## src/rtl/soc_pkg.sv

```systemverilog
`default_nettype none

package soc_pkg;

   // ------------------------------------------------------------------------
   // Bus widths
   // ------------------------------------------------------------------------

   // One data word
   localparam int DSIZE = 16;
   localparam int ASIZE = 16;
   // Default RAM depth, mirrored through all of memory space
   localparam int RAM_ASIZE = 10;

   // ------------------------------------------------------------------------
   // UART register map
   // ------------------------------------------------------------------------

   // Selected by registered address bit 0
   localparam logic UART_DATA_REG   = 1'b0;
   localparam logic UART_STATUS_REG = 1'b1;

   // Status bit positions, other bits read zero
   localparam int STAT_TX_BUSY = 0;
   localparam int STAT_RX_FULL = 1;

   typedef enum logic [1:0] {
      TX_IDLE,
      TX_START,
      TX_DATA,
      TX_STOP
   } uart_tx_state_t;

   typedef enum logic [1:0] {
      RX_IDLE,
      RX_START,
      RX_DATA,
      RX_STOP
   } uart_rx_state_t;

   // Nibble to active-low segments, bit 6 is g and bit 0 is a
   function automatic logic [6:0] hex_to_seg(input logic [3:0] nibble);
      logic [6:0] seg;
      case (nibble)
         4'h0: seg = 7'b1000000;
         4'h1: seg = 7'b1111001;
         4'h2: seg = 7'b0100100;
         4'h3: seg = 7'b0110000;
         4'h4: seg = 7'b0011001;
         4'h5: seg = 7'b0010010;
         4'h6: seg = 7'b0000010;
         4'h7: seg = 7'b1111000;
         4'h8: seg = 7'b0000000;
         4'h9: seg = 7'b0010000;
         4'ha: seg = 7'b0001000;
         4'hb: seg = 7'b0000011;
         4'hc: seg = 7'b1000110;
         4'hd: seg = 7'b0100001;
         4'he: seg = 7'b0000110;
         default: seg = 7'b0001110;
      endcase
      return seg;
   endfunction

endpackage

`default_nettype wire
```

## src/rtl/bus_decode.sv

```systemverilog
`default_nettype none

module bus_decode (
   input  logic                      cpu_clk,
   input  logic                      reset,
   // Live lookahead bus
   input  logic [soc_pkg::ASIZE-1:0] address,
   input  logic                      rnw,
   input  logic                      vpa,
   input  logic                      vda,
   input  logic                      vio,
   input  logic [soc_pkg::DSIZE-1:0] cpu_dout,
   // Read data from the slaves
   input  logic [soc_pkg::DSIZE-1:0] ram_dout,
   input  logic [7:0]                uart_dout,
   // Selects and registered copies
   output logic                      ram_cs,
   output logic                      uart_cs,
   output logic [soc_pkg::ASIZE-1:0] address_q,
   output logic                      rnw_q,
   output logic [soc_pkg::DSIZE-1:0] dout_q,
   output logic [soc_pkg::DSIZE-1:0] cpu_din
);

   import soc_pkg::*;

   logic vio_q;

   // ------------------------------------------------------------------------
   // Chip selects
   // ------------------------------------------------------------------------

   // RAM answers any memory cycle, so it mirrors everywhere
   assign ram_cs = vpa | vda;

   // IO space goes to the UART one cycle late
   assign uart_cs = vio_q;

   // ------------------------------------------------------------------------
   // Lookahead registers for the UART
   // ------------------------------------------------------------------------

   // Strobes and address cleared so nothing fires out of reset
   always_ff @(posedge cpu_clk) begin
      if (reset) begin
         vio_q     <= 1'b0;
         rnw_q     <= 1'b0;
         address_q <= '0;
      end else begin
         vio_q     <= vio;
         rnw_q     <= rnw;
         address_q <= address;
      end
   end

   // Write data only matters when vio_q is set
   always_ff @(posedge cpu_clk) begin
      dout_q <= cpu_dout;
   end

   // ------------------------------------------------------------------------
   // Read data steering
   // ------------------------------------------------------------------------

   // UART byte zero-extended to a full word
   assign cpu_din = uart_cs ? {{(DSIZE - 8){1'b0}}, uart_dout} : ram_dout;

endmodule

`default_nettype wire

```

## config.mk

```make
export PLATFORM = sky130hd
export DESIGN_NAME = bus_decode
export DESIGN_NICKNAME = d
export VERILOG_FILES = /design/src/rtl/soc_pkg.sv /design/src/rtl/bus_decode.sv
export SDC_FILE = /design/constraint.sdc
export NUM_CORES = 1
export LEC_CHECK = 0
export BUFFER_PORTS_ARGS = -buffer_cell sky130_fd_sc_hd__clkbuf_2
export CORE_MARGIN = 2
export CORE_UTILIZATION = 34
export CTS_BUF_LIST = sky130_fd_sc_hd__clkbuf_8
export DETAILED_ROUTE_END_ITERATION = 16
export PLACE_DENSITY = 0.85
export SLEW_MARGIN = 40
export SYNTH_ARGS = -nofsm -noshare
export SYNTH_HDL_FRONTEND = slang
export SYNTH_SLANG_ARGS = --single-unit
```

## constraint.sdc

```tcl
create_clock -name cpu_clk -period 1.22 [get_ports cpu_clk]
set_input_delay 0.244 -clock cpu_clk [delete_from_list [all_inputs] [get_ports cpu_clk]]
set_output_delay 0.244 -clock cpu_clk [all_outputs]
set_load 0.1 [all_outputs]
```

==> flow_metrics.env <==
export IMPL_antenna_found_initial=0
export IMPL_yosysSeqAreaShare=0.682
export IMPL_setup_slack_ps=-310
export IMPL_p_per_area_nw_per_um2=1390
export IMPL_synth_flop_cell="dfxtp_1"
export IMPL_coreArea_um2=2780
export IMPL_hold_slack_ps=58.2
export IMPL_fin_crit_ps=1530
export IMPL_vias=966
export IMPL_cts_htree_levels=2
export IMPL_cts_buffer_depth=2
export IMPL_grt_ovfl_total=0
export IMPL_synth_nets=134
export IMPL_synthMostInstantiatedCell="dfxtp_1"
export IMPL_area_growth_syn_to_layout_pct=146
export IMPL_setup_tns_ps=-4210
export IMPL_routed_wl_mm=3.42
export IMPL_initial_core_util=0.359
export IMPL_yosys_cell_types_count=9
export IMPL_dieArea_um2=3390
export IMPL_drtPass1Iterations=4
export IMPL_syn_mean_instance_area_um2=13.9
export IMPL_setup_viol=17
export IMPL_maxCapViolCount=0
export IMPL_place_gp_congestion=0.674
export IMPL_endpoint_kind="output port"
export IMPL_syn_area_um2=998
export IMPL_root_buffer="clkbuf_8"
export IMPL_cts_tree="built"
export IMPL_slowest_stage="dfxtp_4"
export IMPL_ant_nets=0
export IMPL_synth_area_leaders="dfxtp_1 (68%), nor2b_1 (11%), and2b_2 (7.0%), mux2_2 (6.8%), mux2_4 (3.0%)"
export IMPL_leakage_nw=1.18
export IMPL_ys_top_cells_by_count="dfxtp_1 (34), nor2b_1 (18), and2b_2 (8), mux2_2 (6), mux2_4 (2)"
export IMPL_grt_start_max_net_pins=19
export IMPL_violations="setup timing"
export IMPL_ys_ff_latch=34
export IMPL_status="complete, but fails checks"
export IMPL_fillers=110
export IMPL_gr_usage_all_layers=0.218
export IMPL_drt_initial_drc_count=25
export IMPL_relSlewSlack=0.764
export IMPL_power_total_mw=3.41
export IMPL_dieWidth_um=58.2
export IMPL_ir_drop_v=0.00148
export IMPL_ctsHoldBuffers=0
export IMPL_hold_start="cpu_dout[1]"
export IMPL_worst_pin_slew_ps=354
export IMPL_dp_hpwl_mm=2.81
export IMPL_report_final_slew_viol_count=0
export IMPL_crit_arrival_ps=1290
export IMPL_fin_crit_sh=1.25
export IMPL_whs_path_depth=1
export IMPL_yosysWarnings=0
export IMPL_cts_clk_slew_worst_paths_ps=60
export IMPL_grt_first_pass_wirelength_mm=5.09
export IMPL_synth_edff_count=0
export IMPL_cts_sink_count=34
export IMPL_diodes=0
export IMPL_crit_required_ps=980
export IMPL_rows=19
export IMPL_viasPerCell=4.35
export IMPL_drc=0
export IMPL_hold_end="dout_q[1]"
export IMPL_cts_buffers=5
export IMPL_rsz0062_at_grt="yes"
export IMPL_synth_top_area_share=0.682
export IMPL_layout_nets=252
export IMPL_drive_gt1_frac=0.728
export IMPL_stdcell_area_um2=2450
export IMPL_setup_worst_path_class="flop to output port"
export IMPL_dpl_cell_count=213
export IMPL_io_buffers=112
export IMPL_ioPinCount=113
export IMPL_die_y_um=58.2
export IMPL_clock_fmax_ghz=0.653
export IMPL_cp_cell_sequence="mux2_2 -> buf_12"
export IMPL_final_cells=222
export IMPL_ys_async_sr_fraction=0
export IMPL_avgRoutedWirePerCell_um=15.4
export IMPL_critPathMaxFanout=13
export IMPL_grt_pass1_vias=1093
export IMPL_post_cts_resized=0
export IMPL_min_path_type="input pin to flop"
export IMPL_startpoint_type="flop"
export IMPL_yosysTopAreaCell="dfxtp_1"
export IMPL_hold_viol=0
export IMPL_max_stage_delay_ps=430
export IMPL_placed_area_um2=2350
export IMPL_syn_inst=72
==> power breakdown <==
group / total [mW] / switching (mW) / internal (mW) / leakage, nW
Sequential: 1.23 / 0.0554 / 1.17 / 0.286
Clock: 0.820 / 0.374 / 0.446 / 0.0524
Combinational: 1.36 / 0.853 / 0.508 / 0.846
==> area by class of cell <==
class	instances	area, um^2	area share
Tap cell	31	38.8	0.0158
Clock inverter	2	8.76	0.00357
Clock buffer	6	82.6	0.0337
Timing Repair Buffer	114	1340	0.547
Multi-Input combinational cell	35	297	0.121
Sequential cell	34	684	0.279
==> state kept, by name, summed over array words and instances (netlist names) <==
signal,flops
address_q,16
dout_q,16
rnw_q,1
uart_cs,1
==> placed cells by master, fill, tap and decap left out <==
master / count
mux2_4: 2
mux2_2: 6
clkinv_2: 1
clkbuf_2: 61
dfxtp_4: 1
nor2b_1: 18
clkbuf_8: 6
and2b_4: 8
buf_12: 51
or2_2: 1
dfxtp_1: 33
buf_4: 2
inv_1: 1
==> kinds of logic after synthesis <==
logic type	count (synthesis)	share of synthesized area
flops	34	0.682
simple gates	27	0.189
mux	8	0.0977
buf+inv	3	0.0313
==> critical path, delay by kind of cell, from the launching register on <==
family	cells	cell delay [ps]
multiplexers	1	390
buffers and inverters	1	170
flip-flops	1	430
==> repair_timing <==
action / in CTS / in global routing
endpoints found under the hold margin: 0 / 0
buffers inserted: 1 / 0
setup endpoints to repair: 17 / 17
==> through the flow <==
step | utilization | worst slack, ps
4_1_cts | 0.882 | -316
2_1_floorplan | - | -269
3_3_place_gp | 0.846 | 3.39
6_report | 0.882 | -310
5_1_grt | 0.882 | -348
3_5_place_dp | 0.846 | -29.5
==> worst max-delay path by stage <==
stage / start / endpoint / slack (ps)
final: uart_cs / cpu_din[5] / -310
after global routing: uart_cs / cpu_din[5] / -350
after CTS: uart_cs / cpu_din[4] / -320
after detailed placement: uart_cs / cpu_din[4] / -30
after global placement: uart_cs / cpu_din[1] / 3
after floorplan: uart_cs / cpu_din[0] / -270
==> metal layers <==
layer,routed length (um),vias to the layer above,part of all wire,global-route usage
met5,0,-,0,0
met4,36,0,0.011,0.0797
met3,530,5,0.16,0.150
met2,1920,82,0.56,0.422
met1,932,423,0.27,0.164
li1,-,456,-,-
No activity file was read; power rests on OpenSTA's default activity.
