--- src/rtl/soc_pkg.sv ---
`default_nettype none

package soc_pkg;

   // ------------------------------------------------------------------------
   // Bus widths
   // ------------------------------------------------------------------------

   // One data word
   localparam int DSIZE = 16;
   localparam int ASIZE = 16;
   // Default RAM depth, mirrored through all of memory space
   localparam int RAM_ASIZE = 10;

   // ------------------------------------------------------------------------
   // UART register map
   // ------------------------------------------------------------------------

   // Selected by registered address bit 0
   localparam logic UART_DATA_REG   = 1'b0;
   localparam logic UART_STATUS_REG = 1'b1;

   // Status bit positions, other bits read zero
   localparam int STAT_TX_BUSY = 0;
   localparam int STAT_RX_FULL = 1;

   typedef enum logic [1:0] {
      TX_IDLE,
      TX_START,
      TX_DATA,
      TX_STOP
   } uart_tx_state_t;

   typedef enum logic [1:0] {
      RX_IDLE,
      RX_START,
      RX_DATA,
      RX_STOP
   } uart_rx_state_t;

   // Nibble to active-low segments, bit 6 is g and bit 0 is a
   function automatic logic [6:0] hex_to_seg(input logic [3:0] nibble);
      logic [6:0] seg;
      case (nibble)
         4'h0: seg = 7'b1000000;
         4'h1: seg = 7'b1111001;
         4'h2: seg = 7'b0100100;
         4'h3: seg = 7'b0110000;
         4'h4: seg = 7'b0011001;
         4'h5: seg = 7'b0010010;
         4'h6: seg = 7'b0000010;
         4'h7: seg = 7'b1111000;
         4'h8: seg = 7'b0000000;
         4'h9: seg = 7'b0010000;
         4'ha: seg = 7'b0001000;
         4'hb: seg = 7'b0000011;
         4'hc: seg = 7'b1000110;
         4'hd: seg = 7'b0100001;
         4'he: seg = 7'b0000110;
         default: seg = 7'b0001110;
      endcase
      return seg;
   endfunction

endpackage

`default_nettype wire
--- src/rtl/hex_display.sv ---
`default_nettype none

module hex_display #(
   // Cycles each digit stays lit
   parameter int DIGIT_CYCLES = 8
) (
   input  logic        cpu_clk,
   input  logic        reset,
   input  logic [15:0] value,
   output logic [6:0]  seg,
   output logic [3:0]  an
);

   import soc_pkg::*;

   localparam int SW = $clog2(DIGIT_CYCLES + 1);
   localparam logic [SW-1:0] SCAN_END = SW'(DIGIT_CYCLES - 1);

   logic [SW-1:0] scan_cnt;
   logic          digit_step;
   logic [1:0]    digit;
   logic [15:0]   value_q;
   logic [3:0]    nibble;

   // ------------------------------------------------------------------------
   // Scan timing
   // ------------------------------------------------------------------------

   assign digit_step = (scan_cnt == SCAN_END);

   always_ff @(posedge cpu_clk) begin
      if (reset) begin
         scan_cnt <= '0;
         digit    <= 2'd0;
         an       <= 4'b1110;
      end else if (digit_step) begin
         scan_cnt <= '0;
         digit    <= digit + 1'b1;
         // Active-low anode walks from digit 0 up to digit 3
         an       <= {an[2:0], an[3]};
      end else begin
         scan_cnt <= scan_cnt + 1'b1;
      end
   end

   // Snapshot of the shown value, taken as each digit lights
   always_ff @(posedge cpu_clk) begin
      if (reset || digit_step) begin
         value_q <= value;
      end
   end

   // ------------------------------------------------------------------------
   // Segment drive
   // ------------------------------------------------------------------------

   always_comb begin
      case (digit)
         2'd0:    nibble = value_q[3:0];
         2'd1:    nibble = value_q[7:4];
         2'd2:    nibble = value_q[11:8];
         default: nibble = value_q[15:12];
      endcase
   end

   assign seg = hex_to_seg(nibble);

endmodule

`default_nettype wire

--- config.mk ---
export PLATFORM = sky130hd
export DESIGN_NAME = hex_display
export DESIGN_NICKNAME = d
export VERILOG_FILES = /design/src/rtl/soc_pkg.sv /design/src/rtl/hex_display.sv
export SDC_FILE = /design/constraint.sdc
export NUM_CORES = 1
export LEC_CHECK = 0
export BUFFER_PORTS_ARGS = -buffer_cell sky130_fd_sc_hd__buf_2
export CORE_MARGIN = 5
export CORE_UTILIZATION = 37
export DETAILED_ROUTE_END_ITERATION = 7
export PLACE_DENSITY = 0.59
export SYNTH_ARGS = -nofsm -noshare
export SYNTH_HDL_FRONTEND = slang
export SYNTH_SLANG_ARGS = --single-unit
--- constraint.sdc ---
create_clock -name cpu_clk -period 4.87 [get_ports cpu_clk]
set_clock_uncertainty 0.15 [all_clocks]
set_input_delay 0.487 -clock cpu_clk [delete_from_list [all_inputs] [get_ports cpu_clk]]
set_output_delay 0.487 -clock cpu_clk [all_outputs]
set_load 0.02 [all_outputs]
==> run metrics <==
FILL cells=321; CP Class=reg2out; Reg clk slew, reported paths=0.13 ns; Avg Vias per Cell=roughly 4.6; Slew @ Worst Pin=between 0.8 and 0.9 ns; # setup viols final=0; CTS tree=built; largest net degree at the start of global routing=20; worst skew pair latency=about 0.30 ns; FF-to-FF path depth=3; layout cells sized above 1=0.274; Slew Viols, Final=0; Worst setup startpoint=digit[1]$_SDFFE_PP0P_; ys async rst share=0; syn avg cell area=approximately 12 sq um; Worst R2R End=value_q[2]$_DFFE_PP_; CP cell instances=inv_1 > ha_1 > a22oi_1 > nand2_1 > mux2i_1 > inv_1 > ha_1 > or3_2 > o21ai_0 > buf_2; Synthesis Warnings=0; DRT Pass-1 Iters=4; DP Worst Slack=about 1.8 ns; Fmax=between 200 and 300 MHz; setup_tns=0 ns; Starting Density=0.380; Setup crit end=seg[4]; IO Port Bufs=28; Syn Nets=between 100 and 150; critical path required time=4.23 ns; Layout Nets=roughly 170; critical path arrival=between 2 and 3 ns; mapped cell area=about 1300 sq um; Post-CTS Hold Buffers=0; Seq. cell area=between 600 and 700 sq um; Die X=68.5 um; drt total wl=between 2000 and 2500 um; vias in the first global route=between 800 and 900; CTS Buffer Depth=2; final core utilization=0.443; slowest stage delay, CP=between 0.4 and 0.5 ns; site row count=21; height of the die=a little under 70 um; Worst path slowest cell=or3_2; relative slew slack=0.444; Post-DP HPWL=1680 um; fin crit period=3.41 ns; Synth cell types=25; root buffer cell=clkbuf_4; Post-CTS Setup Inserts=0; WHS=approximately 0.20 ns; Power Dens Cells=266 nW/um^2; TritonCTS Buffers=3; Crit Path Max Fanout=5; total track usage=0.102; Multi-input gate area=between 500 and 600 sq um; Area Growth Syn to Fin=16.7%; core area=about 3300 sq um; cells after synthesis=roughly 110; Placed Cells=between 150 and 200; WL/cell=around 12 um; DRC errors left=0; HP Class=in2reg; routability cong.=between 0.7 and 0.8; via count=~830; # H-tree levels=1; post_cts resized=0; CP Capture Type=output pin; VDD IR-drop max=around 0.00013 V; Reg-to-Reg Start=scan_cnt[0]$_SDFF_PP0_; first-pass GRT wire length=about 3600 um; gr ovfl total=0; DR iter-0 viols=39; status=finished, final reports clean; reg-to-reg setup timing slack=approximately 2.7 ns; antenna viol nets, final=0; die footprint=4700 sq um; number of synthesized flops with an enable pin=16; MaxCap Viol Count=0; Post-synth top flop=edfxtp_1; Tcrit/Tclk final=0.700; clock sinks=26; initial antenna violation count=0; unrepaired setup endpoints after global routing=false; post-synthesis sequential element count=26; CP startpoint kind=register; I/O Pins=29; Fin. Hold Viols=0; sequential area share after synthesis=0.537; ANT cells=0; worst setup margin=1.46 ns; Leak Pwr=0.681 nW; final cell count without fillers=roughly 180
-- report_power, final --
part	internal [mW]	leakage, nW	total, mW	switching [mW]
registers	0.245	0.238	0.248	0.00379
clock network	0.0319	0.0150	0.0882	0.0562
logic	0.0241	0.428	0.0564	0.0323
-- metrics by stage --
| stage | cell area [sq um] | total power [mW] |
|---|---|---|
| final | 1480 | 0.393 |
| after global routing | 1480 | 0.413 |
| after CTS | 1480 | 0.399 |
| after detailed placement | 1450 | 0.311 |
| after global placement | 1450 | 0.310 |
| after floorplan | 1270 | 0.292 |
-- cells in the final DEF, fill, tap and decap left out, types with 2 or more instances in the layout --
cell type,netlist,routed
buf_2,1,28
edfxtp_1,16,16
inv_1,13,13
mux2i_1,12,12
nor2_1,11,11
ha_1,11,11
dfxtp_1,10,10
nand2_1,4,4
o22ai_1,4,4
a222oi_1,3,3
xnor2_1,3,3
a211o_1,3,3
clkbuf_4,0,3
mux2_2,2,2
-- cell families (layout without fill, tap and decap cells) --
group | count (synthesis) | in the layout | synth area share
compound gates | 13 | 13 | 0.0819
xor+xnor | 4 | 4 | 0.0276
fa+ha+maj | 11 | 11 | 0.109
buf+inv | 16 | 46 | 0.0543
flops | 26 | 26 | 0.537
mux | 14 | 14 | 0.113
simple gates | 21 | 21 | 0.0780
-- metal layers --
metal | vias up | wire (um) | GRT usage
met2 | 24 | 1060 | 0.176
met3 | 2 | 127 | 0.0211
met5 | - | 0 | 0
li1 | 428 | - | -
met1 | 373 | 911 | 0.120
met4 | 0 | 23 | 0.0447
-- final cells by class --
cell class                 count  share of cell area
clock buffer                   4              0.0178
inverter                      13              0.0330
multi-input combinational     63               0.350
sequential                    26               0.460
tap                           46              0.0389
timing repair buffer          29              0.0998
-- critical path, delay by kind of cell (launching register included) --
family	cells	cell delay, ns
buf+inv	3	0.44
mux	1	0.35
flops	1	0.40
simple gates	2	0.54
fa+ha+maj	2	0.45
compound gates	2	0.29
-- cell usage after synthesis, types with 2 or more instances --
| library cell | n | area [sq um] |
|---|---|---|
| nor2_1 | 11 | 41.3 |
| a211o_1 | 3 | 26.3 |
| mux2_2 | 2 | 22.5 |
| edfxtp_1 | 16 | 480 |
| ha_1 | 11 | 138 |
| nand2_1 | 4 | 15.0 |
| mux2i_1 | 12 | 120 |
| inv_1 | 13 | 48.8 |
| a222oi_1 | 3 | 30.0 |
| dfxtp_1 | 10 | 200 |
| o22ai_1 | 4 | 25.0 |
| xnor2_1 | 3 | 26.3 |
-- registers in the layout, indices dropped and copies added, names as in the netlist --
| name | flops |
|---|---|
| scan_cnt | 4 |
| an | 4 |
| value_q | 16 |
| digit | 2 |
-- worst min path at each step --
| stage | start | cells after the start | slack, ns | to |
|---|---|---|---|---|
| 2_1_floorplan | scan_cnt[0]$_SDFF_PP0_ | 1 | 0.27 | scan_cnt[0]$_SDFF_PP0_ |
| 3_3_place_gp | scan_cnt[0]$_SDFF_PP0_ | 1 | 0.28 | scan_cnt[0]$_SDFF_PP0_ |
| 3_5_place_dp | scan_cnt[0]$_SDFF_PP0_ | 1 | 0.30 | scan_cnt[0]$_SDFF_PP0_ |
| 4_1_cts | value[7] | 1 | 0.18 | value_q[7]$_DFFE_PP_ |
| 5_1_grt | value[13] | 1 | 0.17 | value_q[13]$_DFFE_PP_ |
| 6_report | value[7] | 1 | 0.20 | value_q[7]$_DFFE_PP_ |
No activity file was read; power rests on OpenSTA's default activity.
