<file path="src/rtl/soc_pkg.sv">
`default_nettype none

package soc_pkg;

   // ------------------------------------------------------------------------
   // Bus widths
   // ------------------------------------------------------------------------

   // One data word
   localparam int DSIZE = 16;
   localparam int ASIZE = 16;
   // Default RAM depth, mirrored through all of memory space
   localparam int RAM_ASIZE = 10;

   // ------------------------------------------------------------------------
   // UART register map
   // ------------------------------------------------------------------------

   // Selected by registered address bit 0
   localparam logic UART_DATA_REG   = 1'b0;
   localparam logic UART_STATUS_REG = 1'b1;

   // Status bit positions, other bits read zero
   localparam int STAT_TX_BUSY = 0;
   localparam int STAT_RX_FULL = 1;

   typedef enum logic [1:0] {
      TX_IDLE,
      TX_START,
      TX_DATA,
      TX_STOP
   } uart_tx_state_t;

   typedef enum logic [1:0] {
      RX_IDLE,
      RX_START,
      RX_DATA,
      RX_STOP
   } uart_rx_state_t;

   // Nibble to active-low segments, bit 6 is g and bit 0 is a
   function automatic logic [6:0] hex_to_seg(input logic [3:0] nibble);
      logic [6:0] seg;
      case (nibble)
         4'h0: seg = 7'b1000000;
         4'h1: seg = 7'b1111001;
         4'h2: seg = 7'b0100100;
         4'h3: seg = 7'b0110000;
         4'h4: seg = 7'b0011001;
         4'h5: seg = 7'b0010010;
         4'h6: seg = 7'b0000010;
         4'h7: seg = 7'b1111000;
         4'h8: seg = 7'b0000000;
         4'h9: seg = 7'b0010000;
         4'ha: seg = 7'b0001000;
         4'hb: seg = 7'b0000011;
         4'hc: seg = 7'b1000110;
         4'hd: seg = 7'b0100001;
         4'he: seg = 7'b0000110;
         default: seg = 7'b0001110;
      endcase
      return seg;
   endfunction

endpackage

`default_nettype wire
</file>
<file path="src/rtl/uart.sv">
`default_nettype none

module uart #(
   // Bit time in cpu_clk cycles
   parameter int CLKS_PER_BIT = 16
) (
   input  logic       cpu_clk,
   input  logic       reset,
   // Registered bus access
   input  logic       cs,
   input  logic       rnw,
   input  logic       a0,
   input  logic [7:0] din,
   output logic [7:0] dout,
   // Serial lines
   input  logic       rxd,
   output logic       txd
);

   import soc_pkg::*;

   localparam int CW = $clog2(CLKS_PER_BIT + 1);
   localparam logic [CW-1:0] BIT_END  = CW'(CLKS_PER_BIT - 1);
   localparam logic [CW-1:0] HALF_END = CW'(CLKS_PER_BIT / 2 - 1);

   uart_tx_state_t tx_state;
   logic [CW-1:0]  tx_cnt;
   logic [2:0]     tx_bits;
   logic [7:0]     tx_shift;
   logic           tx_bit_done;
   logic           tx_load;

   uart_rx_state_t rx_state;
   logic [CW-1:0]  rx_cnt;
   logic [2:0]     rx_bits;
   logic [7:0]     rx_shift;
   logic [7:0]     rx_data;
   logic           rx_full;
   logic           rx_bit_done;
   logic           rx_rd;
   logic           rxd_meta;
   logic           rxd_sync;
   logic           rxd_prev;
   logic           rx_fall;
   logic [7:0]     status;

   // ------------------------------------------------------------------------
   // Register access
   // ------------------------------------------------------------------------

   // Data write only accepted when the transmitter is idle
   assign tx_load = cs && !rnw && (a0 == UART_DATA_REG) && (tx_state == TX_IDLE);
   // Data read empties the receive buffer
   assign rx_rd   = cs && rnw && (a0 == UART_DATA_REG);

   always_comb begin
      status = '0;
      status[STAT_TX_BUSY] = (tx_state != TX_IDLE);
      status[STAT_RX_FULL] = rx_full;
   end

   assign dout = (a0 == UART_STATUS_REG) ? status : rx_data;

   // ------------------------------------------------------------------------
   // Transmitter
   // ------------------------------------------------------------------------

   assign tx_bit_done = (tx_cnt == BIT_END);

   always_ff @(posedge cpu_clk) begin
      if (reset) begin
         tx_state <= TX_IDLE;
         tx_cnt   <= '0;
         tx_bits  <= '0;
      end else begin
         // Bit timer runs whenever a frame is in flight
         if (tx_state == TX_IDLE || tx_bit_done) begin
            tx_cnt <= '0;
         end else begin
            tx_cnt <= tx_cnt + 1'b1;
         end
         case (tx_state)
            TX_IDLE: begin
               if (tx_load) begin
                  tx_state <= TX_START;
               end
            end
            TX_START: begin
               if (tx_bit_done) begin
                  tx_state <= TX_DATA;
                  tx_bits  <= '0;
               end
            end
            TX_DATA: begin
               if (tx_bit_done) begin
                  if (tx_bits == 3'd7) begin
                     tx_state <= TX_STOP;
                  end else begin
                     tx_bits <= tx_bits + 1'b1;
                  end
               end
            end
            default: begin
               if (tx_bit_done) begin
                  tx_state <= TX_IDLE;
               end
            end
         endcase
      end
   end

   // LSB first, shifted out at each data bit boundary
   always_ff @(posedge cpu_clk) begin
      if (tx_load) begin
         tx_shift <= din;
      end else if (tx_state == TX_DATA && tx_bit_done) begin
         tx_shift <= {1'b0, tx_shift[7:1]};
      end
   end

   // Line idles high, start bit low
   assign txd = (tx_state == TX_START) ? 1'b0 :
                (tx_state == TX_DATA)  ? tx_shift[0] : 1'b1;

   // ------------------------------------------------------------------------
   // Receiver
   // ------------------------------------------------------------------------

   // Two-stage synchronizer plus edge history
   always_ff @(posedge cpu_clk) begin
      if (reset) begin
         rxd_meta <= 1'b1;
         rxd_sync <= 1'b1;
         rxd_prev <= 1'b1;
      end else begin
         rxd_meta <= rxd;
         rxd_sync <= rxd_meta;
         rxd_prev <= rxd_sync;
      end
   end

   assign rx_fall     = rxd_prev & ~rxd_sync;
   assign rx_bit_done = (rx_cnt == BIT_END);

   always_ff @(posedge cpu_clk) begin
      if (reset) begin
         rx_state <= RX_IDLE;
         rx_cnt   <= '0;
         rx_bits  <= '0;
      end else begin
         case (rx_state)
            RX_IDLE: begin
               rx_cnt <= '0;
               if (rx_fall) begin
                  rx_state <= RX_START;
               end
            end
            // Half a bit in, check the start bit is still low
            RX_START: begin
               if (rx_cnt == HALF_END) begin
                  rx_cnt   <= '0;
                  rx_bits  <= '0;
                  rx_state <= rxd_sync ? RX_IDLE : RX_DATA;
               end else begin
                  rx_cnt <= rx_cnt + 1'b1;
               end
            end
            RX_DATA: begin
               if (rx_bit_done) begin
                  rx_cnt <= '0;
                  if (rx_bits == 3'd7) begin
                     rx_state <= RX_STOP;
                  end else begin
                     rx_bits <= rx_bits + 1'b1;
                  end
               end else begin
                  rx_cnt <= rx_cnt + 1'b1;
               end
            end
            // Back to idle at mid stop bit, ready for the next edge
            default: begin
               if (rx_bit_done) begin
                  rx_cnt   <= '0;
                  rx_state <= RX_IDLE;
               end else begin
                  rx_cnt <= rx_cnt + 1'b1;
               end
            end
         endcase
      end
   end

   // Mid-bit samples, LSB arrives first
   always_ff @(posedge cpu_clk) begin
      if (rx_state == RX_DATA && rx_bit_done) begin
         rx_shift <= {rxd_sync, rx_shift[7:1]};
      end
      if (rx_state == RX_STOP && rx_bit_done) begin
         rx_data <= rx_shift;
      end
   end

   // New byte wins over a read in the same cycle
   always_ff @(posedge cpu_clk) begin
      if (reset) begin
         rx_full <= 1'b0;
      end else if (rx_state == RX_STOP && rx_bit_done) begin
         rx_full <= 1'b1;
      end else if (rx_rd) begin
         rx_full <= 1'b0;
      end
   end

endmodule

`default_nettype wire

</file>
<file path="config.mk">
export PLATFORM = sky130hd
export DESIGN_NAME = uart
export DESIGN_NICKNAME = d
export VERILOG_FILES = /design/src/rtl/soc_pkg.sv /design/src/rtl/uart.sv
export SDC_FILE = /design/constraint.sdc
export NUM_CORES = 1
export LEC_CHECK = 0
export ABC_AREA = 0
export BUFFER_PORTS_ARGS = -buffer_cell sky130_fd_sc_hd__buf_4
export CAP_MARGIN = 20
export CORE_ASPECT_RATIO = 0.9
export CORE_MARGIN = 2
export CORE_UTILIZATION = 35
export DETAILED_ROUTE_END_ITERATION = 8
export GPL_TIMING_DRIVEN = 0
export MAX_ROUTING_LAYER = met4
export SYNTH_ARGS = -nofsm -noshare
export SYNTH_HDL_FRONTEND = slang
export SYNTH_SLANG_ARGS = --single-unit
export TNS_END_PERCENT = 50
</file>
<file path="constraint.sdc">
create_clock -name cpu_clk -period 2.95 [get_ports cpu_clk]
set_clock_uncertainty 0.15 [all_clocks]
set_input_delay 0.295 -clock cpu_clk [delete_from_list [all_inputs] [get_ports cpu_clk]]
set_output_delay 0.295 -clock cpu_clk [all_outputs]
set_load 0.1 [all_outputs]
</file>
==> flow_summary.toml <==
[route]
vias = 1319
wire_per_inst_um = 12.1
drc = 0
wl_mm = 3.32
first_iter_violations = 47
detail-route-antenna-nets = 0
first_pass_iters = 6
vias_per_cell = 4.81

[synthesis]
ys_seq_area_frac = 0.569
yosys_warnings = 0
synthesis.area_mm2 = 0.00211
netlist_instances = 176
ys_types = 43
synthFlopType = "edfxtp_1"
synth_nets = 203
ys_ff_latch = 48
avgSynthCellArea_um2 = 12.0
async_flop_share = 0
synth_edf_count = 24

[placed_design]
io_buffer_count = 20
dpl_worst_slack_ns = 0.860
gp_congestion = 0.742
post-dp-hpwl_mm = 2.42

[worst_setup_path]
critPathTopFamily = "buffers and inverters"
crit_buf_inv = 3
arrival_ns = 1.60
critical-path-slowest-cell = "dfxtp_1"
crit_fanout = 4
worst_setup_path_start_kind = "register"
slowest_delay_ns = 0.40
path_cells = "inv_1 > ha_1 > inv_1 > mux2_2 > buf_4"
cpMostUsedCell = "inv_1"
cp.required_ns = 2.51
critPathCaptureType = "primary output"
crit_type = "register to primary output"

[floorplanning]
start_util = 0.366
fp.dieArea_mm2 = 0.00667
io_pins = 23
die_x_um = 85.8
row_count = 26
core_area_mm2 = 0.00576
die_y_um = 77.7

[sta]
report.final.hold_viol_count = 0
fin_crit_ns = 2.04
slew_viol_final = 0
slew-limit-headroom = 0.661
worstMarginPinSlew_ns = 0.508
rsz0062_at_grt = "no"
whs_ns = 0.0322
setup_slack_ns = 0.907
min_period_over_period = 0.693
max_freq_mhz = 489
setup_violations = 0
setup_tns_ns = 0

[power_and_ir_drop]
powerDensity_mw_per_mm2 = 582
ir_drop_mv = 0.271
leakagePower_nw = 0.970
finalPower_mw = 1.43

[grt]
antenna_found_initial = 0
grt_max_degree = 17
grt-ovfl-total = 0
first_global_vias = 1282
grt_usage = 0.112
busiest_layer = "met2"
use_met1 = 0.144
met3_usage = 0.0287
met2_usage = 0.166
grt_first_pass_wirelength_mm = 5.71

[clock_network]
cts_sinks = 48
cts_inserted_buffers = 5
cts_tree = "yes"
clockRootBuffer = "clkbuf_8"
cts_max_level = 2
post_cts_resized = 0
clock_path_buffers = 2
clkTransAtPathRegs_ns = 0.09
insertion_delay_ns = 0.29
ctsHoldBuffers = 0
postCtsSetupBuffers = 0

[cells_and_area]
synthToLayoutAreaGrowth_pct = 16.8
num-nets-final = 230
antennaDiodeCount = 0
fillers = 553
drive_gt1_frac = 0.216

[job]
cap_violations = 0

[outcome]
status = "finished clean"

[worst_hold_path]
hold_path.class = "primary input to register"
[power by group]
group	internal, mW	leakage (nW)	total, mW	switching, mW
combinational	0.0766	0.501	0.228	0.151
clock	0.255	0.0583	0.474	0.219
sequential	0.719	0.411	0.731	0.0122
[cells in the mapped netlist, types with 5 or more instances]
cell	n	area (um^2)
mux2_2	9	101
nand2_1	10	37.5
inv_1	11	41.3
edfxtp_1	24	721
a21oi_1	5	25.0
ha_1	13	163
nor2_1	10	37.5
o21ai_0	5	25.0
dfxtp_1	24	480
nor2b_1	5	31.3
nand3_1	5	25.0
[final timing paths]
path	from	to	slack [ns]	cells past startpoint
max	tx_state[1]$_SDFFE_PP0P_	dout[0]	0.91	5
min	rxd	rxd_meta$_SDFF_PP1_	0.03	2
max reg2reg	tx_state[0]$_SDFFE_PP0P_	tx_shift[6]$_DFFE_PP_	0.95	5
min reg2reg	rxd_meta$_SDFF_PP1_	rxd_sync$_SDFF_PP1_	0.26	1
[area by class of cell]
class / instances / area, um^2 / share of cell area
multi-input combinational: 112 / 841 / 0.341
buffer: 5 / 26.3 / 0.0107
timing repair buffer: 20 / 150 / 0.0609
tap: 70 / 87.6 / 0.0356
inverter: 11 / 41.3 / 0.0168
sequential: 48 / 1200 / 0.488
clock inverter: 3 / 47.5 / 0.0193
clock buffer: 5 / 68.8 / 0.0279
[state kept, by name (all words and copies together), names as in the netlist]
name	cells
rx_bits	3
rx_cnt	5
rx_data	8
rx_full	1
rx_shift	8
rx_state	2
rxd_meta	1
rxd_prev	1
rxd_sync	1
tx_bits	3
tx_cnt	5
tx_shift	8
tx_state	2
[metrics by stage]
stage / instances / cell area (um^2) / utilization
6_report: 274 / 2460 / 0.428
5_1_grt: 274 / 2460 / 0.428
4_1_cts: 274 / 2460 / 0.428
3_5_place_dp: 266 / 2350 / 0.408
3_3_place_gp: 266 / 2350 / 0.408
2_1_floorplan: 176 / 2110 / -
[cell families after synthesis]
logic type	Yosys count	share of synthesized area
buffers and inverters	16	0.0320
multiplexers	13	0.0676
AO/OA/AOI/OAI	21	0.0694
flip-flops	48	0.569
adder cells (fa/ha/maj)	13	0.0771
AND/OR/NAND/NOR	61	0.168
XOR/XNOR	4	0.0166
[layer usage]
metal  wire length [um]  vias to the layer above  part of all wire
li1                   -                      681                 -
met1               1690                      613              0.51
met2               1460                       21              0.44
met3                120                        4             0.036
met4                 44                        0             0.013
met5                  0                        -                 0
[cell usage in the layout (no fill, tap or decap), drive strengths merged, types with 2 or more instances in the layout]
cell    Yosys  routed
o21ai       5       5
mux2i       3       3
nor2b       5       5
and3        3       3
mux2       10      10
nand3       5       5
a32oi       3       3
dfxtp      24      24
a21oi       5       5
buf         1      21
and2        4       4
nand2      10      10
nand2b      2       2
and3b       2       2
nor2       11      11
edfxtp     24      24
or2         2       2
clkbuf      4       9
and2b       2       2
nor3b       4       4
clkinv      0       2
nor3        3       3
xnor2       2       2
xor2        2       2
ha         13      13
inv        11      11
[worst reg2reg max path: stages, from the launching register on]
cell and delay (ns):
dfxtp_1 0.34, inv_1 0.10, ha_1 0.23, inv_1 0.11, nor2_2 0.39, a21o_1 0.36
No activity file was read; power rests on OpenSTA's default activity.
